[config.mk]
export PLATFORM = sky130hd
export DESIGN_NAME = periph_top
export DESIGN_NICKNAME = d
export VERILOG_FILES = /design/src/source/mem_pkg.sv /design/src/source/uart_pkg.sv /design/src/source/uart_rx_writer.sv /design/src/source/data_mem.sv /design/src/source/mem_dump_tx.sv /design/src/source/periph_top.sv
export SDC_FILE = /design/constraint.sdc
export NUM_CORES = 1
export LEC_CHECK = 0
export BUFFER_PORTS_ARGS = -buffer_cell sky130_fd_sc_hd__buf_2
export CAP_MARGIN = 0
export CORE_MARGIN = 5
export CORE_UTILIZATION = 44
export CTS_CLUSTER_SIZE = 14
export DETAILED_ROUTE_END_ITERATION = 16
export GPL_ROUTABILITY_DRIVEN = 0
export PLACE_DENSITY = 0.61
export SLEW_MARGIN = 20
export SYNTH_ARGS = -nofsm -noshare
export SYNTH_HDL_FRONTEND = slang
export SYNTH_SLANG_ARGS = --single-unit
export TNS_END_PERCENT = 100
[constraint.sdc]
create_clock -name CLK_BUF -period 2.6 [get_ports CLK_BUF]
set_input_delay 0.52 -clock CLK_BUF [delete_from_list [all_inputs] [get_ports CLK_BUF]]
set_output_delay 0.52 -clock CLK_BUF [all_outputs]
set_load 0.01 [all_outputs]
[src/source/mem_pkg.sv]
/*
 * Data memory geometry shared by the UART writer, the memory and the dump
 */
package mem_pkg;

	// Word address width, small so a test can reach wrap-around
	localparam int MEM_ADDR_W = 5;

	// Number of words
	localparam int MEM_DEPTH = 1 << MEM_ADDR_W;

	// Word width
	localparam int MEM_DATA_W = 32;

	// Byte lanes per word, also the write enable width
	localparam int MEM_LANES = 4;

	// Lane index width inside the byte counter
	localparam int MEM_LANE_W = $clog2(MEM_LANES);

endpackage

[src/source/uart_pkg.sv]
/*
 * Serial framing for the UART receiver and transmitter, 8N1 LSB first
 */
package uart_pkg;

	// Data bits per frame
	localparam int UART_DATA_W = 8;

	// Clock cycles per serial bit
	localparam int CLKS_PER_BIT = 16;

	// Offset to the middle of a bit
	localparam int CLKS_HALF_BIT = CLKS_PER_BIT / 2;

	// Cycle counter width within one bit
	localparam int BIT_CNT_W = $clog2(CLKS_PER_BIT);

endpackage

[src/source/uart_rx_writer.sv]
/*
 * UART receiver with mid-bit sampling
 * Each good byte is written into the data memory at the next byte lane
 */
module uart_rx_writer (
	input  logic                           CLK_BUF,
	input  logic                           reset_i,
	input  logic                           rx_i,
	output logic [mem_pkg::MEM_ADDR_W-1:0] con_addr_o,
	output logic [mem_pkg::MEM_LANES-1:0]  con_write_o,
	output logic [mem_pkg::MEM_DATA_W-1:0] con_in_o,
	output logic                           frame_err_o
);
	import mem_pkg::*;
	import uart_pkg::*;

	typedef enum logic [1:0] {
		s_idle,
		s_start,
		s_data,
		s_stop
	} rx_state_t;

	rx_state_t state_q;

	// Two-flop synchronizer on the serial line
	logic rx_meta_q;
	logic rx_sync_q;

	// Cycle within the current bit
	logic [BIT_CNT_W-1:0] clk_cnt_q;
	// Data bit being received
	logic [$clog2(UART_DATA_W)-1:0] bit_idx_q;
	logic [UART_DATA_W-1:0] shift_q;

	// Upper bits give the word, low bits the lane
	logic [MEM_ADDR_W+MEM_LANE_W-1:0] byte_cnt_q;

	logic bit_end;
	logic half_end;

	assign bit_end = (clk_cnt_q == BIT_CNT_W'(CLKS_PER_BIT - 1));
	assign half_end = (clk_cnt_q == BIT_CNT_W'(CLKS_HALF_BIT - 1));

	// Line idles high
	always_ff @(posedge CLK_BUF) begin
		if (reset_i) begin
			rx_meta_q <= 1'b1;
			rx_sync_q <= 1'b1;
		end else begin
			rx_meta_q <= rx_i;
			rx_sync_q <= rx_meta_q;
		end
	end

	always_ff @(posedge CLK_BUF) begin
		if (reset_i) begin
			state_q <= s_idle;
			clk_cnt_q <= '0;
			bit_idx_q <= '0;
			byte_cnt_q <= '0;
			con_write_o <= '0;
			frame_err_o <= 1'b0;
		end else begin
			// Single-cycle strobes
			con_write_o <= '0;
			frame_err_o <= 1'b0;
			case (state_q)
				s_idle: begin
					clk_cnt_q <= '0;
					// Falling edge may be a start bit
					if (!rx_sync_q) begin
						state_q <= s_start;
					end
				end
				s_start: begin
					if (half_end) begin
						clk_cnt_q <= '0;
						bit_idx_q <= '0;
						// Line back high by mid-bit means a glitch
						state_q <= rx_sync_q ? s_idle : s_data;
					end else begin
						clk_cnt_q <= clk_cnt_q + 1'b1;
					end
				end
				s_data: begin
					if (bit_end) begin
						clk_cnt_q <= '0;
						bit_idx_q <= bit_idx_q + 1'b1;
						if (int'(bit_idx_q) == UART_DATA_W - 1) begin
							state_q <= s_stop;
						end
					end else begin
						clk_cnt_q <= clk_cnt_q + 1'b1;
					end
				end
				s_stop: begin
					if (bit_end) begin
						clk_cnt_q <= '0;
						state_q <= s_idle;
						if (rx_sync_q) begin
							// One-hot lane from the low counter bits
							con_write_o <= MEM_LANES'(1) << byte_cnt_q[MEM_LANE_W-1:0];
							// Wraps after the last lane of the last word
							byte_cnt_q <= byte_cnt_q + 1'b1;
						end else begin
							// Bad stop bit, byte dropped
							frame_err_o <= 1'b1;
						end
					end else begin
						clk_cnt_q <= clk_cnt_q + 1'b1;
					end
				end
				default: begin
					state_q <= s_idle;
				end
			endcase
		end
	end

	// Payload path
	always_ff @(posedge CLK_BUF) begin
		// LSB arrives first
		if (state_q == s_data && bit_end) begin
			shift_q <= {rx_sync_q, shift_q[UART_DATA_W-1:1]};
		end
		if (state_q == s_stop && bit_end) begin
			con_addr_o <= byte_cnt_q[MEM_ADDR_W+MEM_LANE_W-1:MEM_LANE_W];
			// Byte copied to every lane, enable picks one
			con_in_o <= {MEM_LANES{shift_q}};
		end
	end

endmodule

[src/source/data_mem.sv]
/*
 * Data memory with a byte-lane write port and a registered read port
 * Written as a simple dual-port block RAM
 */
module data_mem (
	input  logic                           CLK_BUF,
	input  logic [mem_pkg::MEM_ADDR_W-1:0] con_addr_i,
	input  logic [mem_pkg::MEM_LANES-1:0]  con_write_i,
	input  logic [mem_pkg::MEM_DATA_W-1:0] con_in_i,
	input  logic [mem_pkg::MEM_ADDR_W-1:0] dump_addr_i,
	output logic [mem_pkg::MEM_DATA_W-1:0] dump_data_o
);
	import mem_pkg::*;

	// Storage, cleared at power-up only
	logic [MEM_DATA_W-1:0] mem_q [MEM_DEPTH] = '{default: '0};

	// Port A
	// Each lane stored only when its enable is high
	always_ff @(posedge CLK_BUF) begin
		for (int i = 0; i < MEM_LANES; i++) begin
			if (con_write_i[i]) begin
				mem_q[con_addr_i][i*(MEM_DATA_W/MEM_LANES) +: MEM_DATA_W/MEM_LANES] <=
					con_in_i[i*(MEM_DATA_W/MEM_LANES) +: MEM_DATA_W/MEM_LANES];
			end
		end
	end

	// Port B
	// Data one cycle after the address
	always_ff @(posedge CLK_BUF) begin
		dump_data_o <= mem_q[dump_addr_i];
	end

endmodule

[src/source/mem_dump_tx.sv]
/*
 * Memory dump transmitter
 * Reads words 0 to len-1 and sends each one as four 8N1 frames, lane 0 first
 */
module mem_dump_tx (
	input  logic                           CLK_BUF,
	input  logic                           reset_i,
	input  logic                           dump_start_i,
	input  logic [mem_pkg::MEM_ADDR_W:0]   dump_len_i,
	input  logic [mem_pkg::MEM_DATA_W-1:0] dump_data_i,
	output logic [mem_pkg::MEM_ADDR_W-1:0] dump_addr_o,
	output logic                           tx_o,
	output logic                           dump_busy_o
);
	import mem_pkg::*;
	import uart_pkg::*;

	typedef enum logic [1:0] {
		s_idle,
		s_read,
		s_load,
		s_send
	} tx_state_t;

	tx_state_t state_q;

	// Words still to be latched
	logic [MEM_ADDR_W:0] words_left_q;
	logic [MEM_LANE_W-1:0] lane_q;
	logic [BIT_CNT_W-1:0] clk_cnt_q;
	// Start bit, data bits, stop bit
	logic [$clog2(UART_DATA_W+2)-1:0] bit_idx_q;
	// Lanes not yet sent
	logic [MEM_DATA_W-1:0] word_q;
	// Remaining data bits with the stop bit on top
	logic [UART_DATA_W:0] tx_sh_q;

	logic bit_end;
	logic frame_end;
	logic last_lane;

	assign bit_end = (clk_cnt_q == BIT_CNT_W'(CLKS_PER_BIT - 1));
	assign frame_end = bit_end && (int'(bit_idx_q) == UART_DATA_W + 1);
	assign last_lane = (lane_q == MEM_LANE_W'(MEM_LANES - 1));

	always_ff @(posedge CLK_BUF) begin
		if (reset_i) begin
			state_q <= s_idle;
			dump_busy_o <= 1'b0;
			tx_o <= 1'b1;
			dump_addr_o <= '0;
			words_left_q <= '0;
			lane_q <= '0;
			clk_cnt_q <= '0;
			bit_idx_q <= '0;
		end else begin
			case (state_q)
				s_idle: begin
					// Zero length starts nothing
					if (dump_start_i && dump_len_i != '0) begin
						dump_busy_o <= 1'b1;
						dump_addr_o <= '0;
						words_left_q <= dump_len_i;
						state_q <= s_read;
					end
				end
				s_read: begin
					// Memory registers word 0 here
					state_q <= s_load;
				end
				s_load: begin
					// Word latched, start bit of lane 0
					tx_o <= 1'b0;
					// Prefetch so the next word waits at the read port
					dump_addr_o <= dump_addr_o + 1'b1;
					words_left_q <= words_left_q - 1'b1;
					lane_q <= '0;
					clk_cnt_q <= '0;
					bit_idx_q <= '0;
					state_q <= s_send;
				end
				s_send: begin
					if (bit_end) begin
						clk_cnt_q <= '0;
						if (frame_end) begin
							bit_idx_q <= '0;
							if (!last_lane) begin
								// Next lane follows with no gap
								lane_q <= lane_q + 1'b1;
								tx_o <= 1'b0;
							end else if (words_left_q == '0) begin
								// Busy falls at the end of the last stop bit
								dump_busy_o <= 1'b0;
								state_q <= s_idle;
							end else begin
								// One idle cycle while the next word loads
								state_q <= s_load;
							end
						end else begin
							tx_o <= tx_sh_q[0];
							bit_idx_q <= bit_idx_q + 1'b1;
						end
					end else begin
						clk_cnt_q <= clk_cnt_q + 1'b1;
					end
				end
				default: begin
					state_q <= s_idle;
				end
			endcase
		end
	end

	// Word and bit shifters
	always_ff @(posedge CLK_BUF) begin
		if (state_q == s_load) begin
			tx_sh_q <= {1'b1, dump_data_i[UART_DATA_W-1:0]};
			word_q <= dump_data_i >> UART_DATA_W;
		end else if (state_q == s_send && bit_end) begin
			if (frame_end) begin
				// Next lane moves down
				tx_sh_q <= {1'b1, word_q[UART_DATA_W-1:0]};
				word_q <= word_q >> UART_DATA_W;
			end else begin
				tx_sh_q <= {1'b1, tx_sh_q[UART_DATA_W:1]};
			end
		end
	end

endmodule

[src/source/periph_top.sv]
/*
 * Peripheral top, UART writer and dump transmitter around the data memory
 */
module periph_top (
	input  logic                         CLK_BUF,
	input  logic                         reset_i,
	input  logic                         rx_i,
	input  logic                         dump_start_i,
	input  logic [mem_pkg::MEM_ADDR_W:0] dump_len_i,
	output logic                         frame_err_o,
	output logic                         tx_o,
	output logic                         dump_busy_o
);
	import mem_pkg::*;

	// Write port from the receiver
	logic [MEM_ADDR_W-1:0] con_addr;
	logic [MEM_LANES-1:0] con_write;
	logic [MEM_DATA_W-1:0] con_in;

	// Read port of the dump
	logic [MEM_ADDR_W-1:0] dump_addr;
	logic [MEM_DATA_W-1:0] dump_data;

	// Producer
	uart_rx_writer i_uart_rx_writer (
		.CLK_BUF(CLK_BUF),
		.reset_i(reset_i),
		.rx_i(rx_i),
		.con_addr_o(con_addr),
		.con_write_o(con_write),
		.con_in_o(con_in),
		.frame_err_o(frame_err_o)
	);

	// Shared buffer
	data_mem i_data_mem (
		.CLK_BUF(CLK_BUF),
		.con_addr_i(con_addr),
		.con_write_i(con_write),
		.con_in_i(con_in),
		.dump_addr_i(dump_addr),
		.dump_data_o(dump_data)
	);

	// Consumer
	mem_dump_tx i_mem_dump_tx (
		.CLK_BUF(CLK_BUF),
		.reset_i(reset_i),
		.dump_start_i(dump_start_i),
		.dump_len_i(dump_len_i),
		.dump_data_i(dump_data),
		.dump_addr_o(dump_addr),
		.tx_o(tx_o),
		.dump_busy_o(dump_busy_o)
	);

endmodule

==> results.md, run 1 <==
* Logic pwr share at 3.3%
* Worst setup SP type: register
* Final wirelength at 109 mm
* PortBufs at 12
* Final count of negative-setup-slack endpoints at 0
* DIE AREA at 108000 um^2
* Post-CTS Resized at 0
* CTS tree: built
* Max frequency at 417 MHz
* Status: complete, no violations
* Final Cycle Share at 92.3%
* Clock Power Share at 45.7%
* Initial antenna violation count at 3
* Hold_buf cts at 0
* P_int at 32.1 mW
* NumNets Final at 2540
* Crit. End Element: register
* Synth Flop Type: edfxtp_1
* Die height at 328 um
* Synthesis-to-layout area growth at 17.3%
* First-pass GRT wire length at 159 mm
* Root buffer cell: clkbuf_16
* Vias in the first global route at 22.9k
* Yosys reg bits at 1157
* Max-slew violations at 0
* Post-CTS Repair Setup Buffers at 0
* Reg clk slew, reported paths at 0.06 ns
* Die Width at 328 um
* CP Class: register to register
* Syn_area_per_cell at 19.4 um^2
* Slew headroom at 23.4%
* Max rail drop VDD at 0.708 mV
* Switching Share at 19.1%
* H-tree level count at 3
* Worst-Margin Slew at 1.15 ns
* Mapped Cells at 2299
* Synth Net Count at 2324
* Share of cells above drive strength 1 at 23.7%
* CTS buffer count at 115
* Post-layout min period at 2.40 ns
* Met3 WL at 6.54 mm
* Initial Util at 44.4%
* RSZ-0062 raised after global routing: false
* Crit path max fanout at 36
* Rows at 116
* Worst min-delay path category: input port to register
* Top post-synthesis cells by area: edfxtp_1, mux4_2, dfxtp_1
* Worst Skew at 0.0243 ns
* Fill count at 7772
* P per Cell Area at 760 nW/um^2
* Synth top area share at 72.6%
* Post-synthesis sequential area ratio at 76.2%
* Core area at 100000 um^2
* Hold slack final at 0.0875 ns
* Top Layer Used: met4
* Max Cap Violations at 0
* Seq pwr share at 50.9%
* Largest net degree at the start of global routing at 129
* Area leader, netlist: edfxtp_1
* Asr flop ratio synth at 0%
* Arrival time worst endpoint at 2.93 ns
* HPWL after DPL at 69.1 mm
* Clock sinks at 1157
* Via count at 22.7k
* Yosys warns at 0
* Worst EP required at 3.13 ns
* Post-route design area at 52300 um^2
* Distinct cells, synth at 63
* Metal2 WL at 52.3 mm
* First-pass iteration count of the detailed router at 6
* Synth Cell Area at 44600 um^2
* Fin util at 52.1%
* Static leakage at 16.6 nW
* EDFF count, synth at 1077
* Clk buf depth at 3
* Most common cell in the synthesized netlist: edfxtp_1
* DRC at 0
* NetSw at 7.57 mW
* Global-route usage over all layers at 20.1%
* WL per Instance at 27.4 um
* Vias per cell at 5.72
* Total grt overflow at 0
* Top-level I/O count at 13
* Iteration-0 DRC Markers at 2378
* Commonest cells in the netlist: edfxtp_1, mux4_2, and2_1
* Clk Latency, worst-skew pair at 0.68 ns
* Met1 wire length at 46.7 mm
* Final Hold Viols at 0
* Final TNS setup at 0 ns
* Final antenna-violating net count at 0
* Placed Area at 48100 um^2
## final timing paths
| kind | startpoint | end | slack [ns] | cells past startpoint |
|---|---|---|---|---|
| min reg2reg | i_uart_rx_writer.rx_meta_q | i_uart_rx_writer.rx_sync_q | 0.40 | 1 |
| min | rx_i | i_uart_rx_writer.rx_meta_q | 0.09 | 2 |
| max | i_mem_dump_tx.dump_addr_o[2] | i_data_mem.dump_data_o[6] | 0.20 | 4 |
| max reg2reg | i_mem_dump_tx.dump_addr_o[2] | i_data_mem.dump_data_o[6] | 0.20 | 4 |
## cells by family after synthesis
| group | after synthesis | share of synthesized area, % |
|---|---|---|
| AO/OA/AOI/OAI | 287 | 4.62 |
| XOR/XNOR | 10 | 0.197 |
| adder cells (fa/ha/maj) | 15 | 0.421 |
| buffers and inverters | 149 | 1.54 |
| flip-flops | 1157 | 76.2 |
| multiplexers | 337 | 13.0 |
| AND/OR/NAND/NOR | 344 | 4.08 |
## cell type report
class,count,area [um^2],area share (%)
diodes,3,7.51,0.0144
clock buffers,157,3240,6.20
clock inverters,58,955,1.83
inverters,19,71.3,0.136
multi-input cells,993,9960,19.1
flip-flops and latches,1157,34000,65.0
well taps,1357,1700,3.25
repair buffers,229,2380,4.55
## state kept, by name (all words and copies together), names as in the netlist, 2 cells and up, named ones only
register,flops
i_uart_rx_writer.clk_cnt_q,4
i_mem_dump_tx.word_q,24
i_mem_dump_tx.state_q,2
i_mem_dump_tx.clk_cnt_q,4
i_data_mem.mem_q,1024
i_uart_rx_writer.shift_q,8
i_mem_dump_tx.lane_q,2
i_data_mem.dump_data_o,32
i_mem_dump_tx.dump_addr_o,5
i_mem_dump_tx.words_left_q,6
i_uart_rx_writer.con_in_o,8
i_mem_dump_tx.bit_idx_q,4
i_mem_dump_tx.tx_sh_q,8
i_uart_rx_writer.byte_cnt_q,7
i_uart_rx_writer.con_write_o,4
i_uart_rx_writer.con_addr_o,5
i_uart_rx_writer.bit_idx_q,3
## power groups by stage
stage                     registers [mW]  logic [mW]  clock network (mW)
final                               20.2        1.32                18.2
after global routing                20.2        1.42                19.2
after CTS                           20.2        1.34                18.4
after detailed placement            20.6        1.33                   0
after global placement              20.6        1.31                   0
after floorplan                     20.6       0.979                   0
## routing by layer
| layer | vias to the layer above | track usage [%] |
|---|---|---|
| met5 | - | 0 |
| met4 | 0 | 5.47 |
| met3 | 163 | 3.16 |
| met2 | 793 | 32.5 |
| met1 | 12000 | 29.0 |
| li1 | 9789 | - |
## layout by cell type (no fill, tap or decap), types with 4 or more instances in the layout
| cell | count |
|---|---|
| clkbuf_8 | 12 |
| edfxtp_1 | 1077 |
| nor3b_1 | 7 |
| a311oi_1 | 4 |
| xnor2_1 | 6 |
| nor3_1 | 13 |
| clkinv_2 | 14 |
| a21oi_1 | 76 |
| o22ai_1 | 8 |
| clkbuf_1 | 26 |
| mux2_2 | 6 |
| bufinv_16 | 27 |
| and2_1 | 139 |
| a22oi_1 | 84 |
| nor4_1 | 6 |
| nor2_1 | 62 |
| ha_1 | 15 |
| clkinv_1 | 16 |
| inv_1 | 18 |
| nand2_1 | 69 |
| nand2b_1 | 4 |
| clkbuf_16 | 119 |
| or2_2 | 4 |
| mux2i_1 | 138 |
| o221ai_1 | 57 |
| o21ai_0 | 17 |
| buf_2 | 12 |
| nand3_1 | 12 |
| or3_1 | 4 |
| xor2_1 | 4 |
| a22o_1 | 8 |
| nand3b_1 | 8 |
| buf_4 | 162 |
| dfxtp_1 | 76 |
| mux4_2 | 191 |
| buf_12 | 55 |
## worst max-delay path, cell delays in order (launching register included)
cell and delay (ns):
dfxtp_4 0.71, mux4_2 0.42, a22o_1 0.27, a2111oi_1 0.76, a21oi_1 0.07
## metrics by stage
stage	instances	setup WS (ns)	power [mW]
after floorplan	2299	0.328	21.5
after CTS	3970	0.237	40.0
final	3973	0.200	39.7
after detailed placement	3755	0.243	22.0
after global placement	3755	0.250	21.9
after global routing	3970	0.144	40.9
Power figures use the tool's default switching activity.
==> inputs of run 2 (changes only) <==
- BUFFER_PORTS_ARGS: -buffer_cell sky130_fd_sc_hd__buf_2 -> unset
- DONT_BUFFER_PORTS: unset -> 1
- RECOVER_POWER: unset -> 50
==> results.md, run 2 (synthesized netlist as in run 1, its figures left out) <==
* Worst-Margin Slew at 1.76 ns (+0.607 ns)
* Initial antenna violation count at 1 (-2)
* NetSw at 7.43 mW (-1.8%)
* Max rail drop VDD at 0.474 mV (-33%)
* Final Worst Setup Slack at 0.164 ns (-0.0364 ns)
* RSZ-0062 raised after global routing: false
* Clk Latency, worst-skew pair at 0.68 ns (about the same)
* Slew headroom at -17.1% (-40 points)
* Pwr Total at 37.5 mW (-5.5%)
* Global-route usage over all layers at 20.0% (-0.084 points)
* NumNets Final at 2535 (-0.20%)
* Worst EP required at 3.19 ns (+0.06 ns)
* First-pass iteration count of the detailed router at 5 (-1)
* Post-Place Worst Slack at 0.212 ns (-0.0304 ns)
* Post-layout min period at 2.44 ns (+0.0364 ns)
* Worst setup SP type: register
* Die Width at 328 um (unchanged)
* Status: finished, violations left
* Worst Skew at 0.0307 ns (+0.00632 ns)
* Crit path top cell by count: buf_4
* First-pass GRT wire length at 160 mm (+0.16%)
* CTS tree: built
* H-tree level count at 3 (unchanged)
* Critical Path Max Stage Delay at 0.70 ns (-0.06 ns)
* Top-level I/O count at 13 (unchanged)
* Logic pwr share at 3.4% (about the same)
* Post-CTS Resized at 0 (unchanged)
* Via count at 22.9k (+0.76%)
* Vias per cell at 5.78 (+1.0%)
* Clock sinks at 1157 (unchanged)
* Crit path cell chain: buf_4 -> nand3b_1 -> buf_4 -> o221ai_1 -> a21oi_1 -> a22oi_1
* Max-slew violations at 535 (+535)
* Static leakage at 16.3 nW (-2.1%)
* Most frequent cells in the layout: edfxtp_1, mux4_2, buf_4, mux2i_1, and2_1
* Root buffer cell: clkbuf_16
* Final count of negative-setup-slack endpoints at 0 (unchanged)
* WL per Instance at 27.4 um (about the same)
* P per Cell Area at 726 nW/um^2 (-4.4%)
* CTS buffer count at 112 (-2.6%)
* Slowest CP cell: dfxtp_4
* Initial Util at 44.4% (unchanged)
* Max Cap Violations at 6 (+6)
* Fin util at 51.5% (-0.61 points)
* Arrival time worst endpoint at 3.02 ns (+0.09 ns)
* Failing checks: max-capacitance violations, max-slew violations
* Largest net degree at the start of global routing at 129 (unchanged)
* Worst min-delay path category: input port to register
* Final wirelength at 108 mm (-0.27%)
* Crit path max fanout at 31 (-14%)
* Placed cell count at 3751 (-0.11%)
* Diodes inserted at 0 (-3)
* Max frequency at 411 MHz (-1.5%)
* Final TNS setup at 0 ns (unchanged)
* Clock Power Share at 42.7% (-3.0 points)
* Hold_buf cts at 2 (+2)
* Final antenna-violating net count at 0 (unchanged)
* Final Hold Viols at 0 (unchanged)
* Non-Filler Instances at 3963 (-0.25%)
* Switching Share at 19.8% (+0.75 points)
* Core area at 100000 um^2 (unchanged)
* Clk buf depth at 3 (unchanged)
* DIE AREA at 108000 um^2 (unchanged)
* Largest register FFs at 1024 (unchanged)
* Commonest non-fill, non-tap cell in the layout: edfxtp_1
* Largest reg by FF count: i_data_mem.mem_q
* Rows at 116 (unchanged)
* Reg clk slew, reported paths at 0.06 ns (about the same)
* HPWL after DPL at 68.7 mm (-0.48%)
* Total grt overflow at 0 (unchanged)
* Synthesis-to-layout area growth at 15.9%
* Largest regs: i_data_mem.mem_q (1024), i_data_mem.dump_data_o (32), i_mem_dump_tx.word_q (24)
* Post-CTS Repair Setup Buffers at 0 (unchanged)
* Final Cycle Share at 93.7% (+1.4 points)
* DRC at 0 (unchanged)
* Iteration-0 DRC Markers at 2469 (+3.8%)
* Die height at 328 um (unchanged)
* Crit. End Element: register
* Vias in the first global route at 23.2k (+1.4%)
* PortBufs at 0 (-12)
* Seq pwr share at 53.9% (+3.0 points)
* P_int at 30.1 mW (-6.4%)
* Share of cells above drive strength 1 at 22.5% (-1.2 points)
* CP Class: register to register
run 2: cell count changes in the layout (fill, tap and decap cells not counted), moves of 3 or more:
| cell | delta |
|---|---|
| clkinv_1 | +3 |
| bufinv_16 | -19 |
| clkbuf_2 | +6 |
| clkinv_2 | +7 |
| buf_4 | -21 |
| diode_2 | -3 |
| buf_2 | -11 |
| and2_1 | -6 |
| and2_0 | +6 |
| clkbuf_1 | +20 |
| clkbuf_4 | +5 |
| clkbuf_16 | -3 |
run 2: final cells by class:
| cell class | count | area (um^2) |
|---|---|---|
| inverters | 19 | 71.3 |
| fillers | 7892 | 48600 |
| repair buffers | 227 | 2330 |
| clock inverters | 52 | 457 |
| clock buffers | 158 | 3190 |
| well taps | 1357 | 1700 |
| flip-flops and latches | 1157 | 34000 |
| multi-input cells | 993 | 9960 |
run 2: critical path: cells and delay by family (launching register included):
kind,cells,cell delay [ns]
DFF,1,0.70
and+or+nand+nor,1,0.23
buffers and inverters,2,0.65
AOI/OAI and AO/OA,3,0.73
run 2: path summary, 6_finish.rpt:
kind	startpoint	end	slack, ns	depth (start not counted)
hold / removal	reset_i	i_mem_dump_tx.dump_addr_o[2]	0.07	2
setup / recovery	i_mem_dump_tx.dump_addr_o[2]	i_data_mem.dump_data_o[22]	0.16	6
hold reg to reg	i_uart_rx_writer.rx_meta_q	i_uart_rx_writer.rx_sync_q	0.41	1
setup reg to reg	i_mem_dump_tx.dump_addr_o[2]	i_data_mem.dump_data_o[22]	0.16	6
run 2: metal layers:
layer  GRT usage (%)  wire length [um]
met1            28.8             45600
met2            32.6             52900
met3            3.33              7520
met4            4.69              2360
met5               0                 0
run 2: stage by stage:
step | hold WS [ns] | instance area [um^2]
6_report | 0.0652 | 51700
5_1_grt | 0.0423 | 51700
4_1_cts | 0.0218 | 51900
3_5_place_dp | 0.393 | 48200
3_3_place_gp | 0.394 | 48200
2_1_floorplan | 0.389 | 44600
run 2: power groups by stage:
stage | Sequential (mW) | Combinational, mW | Clock [mW]
floorplan | 20.6 | 0.979 | 0
global placement | 20.6 | 1.26 | 0
detailed placement | 20.6 | 1.27 | 0
CTS | 20.2 | 1.29 | 16.3
global route | 20.2 | 1.37 | 17.1
finish | 20.2 | 1.27 | 16.0
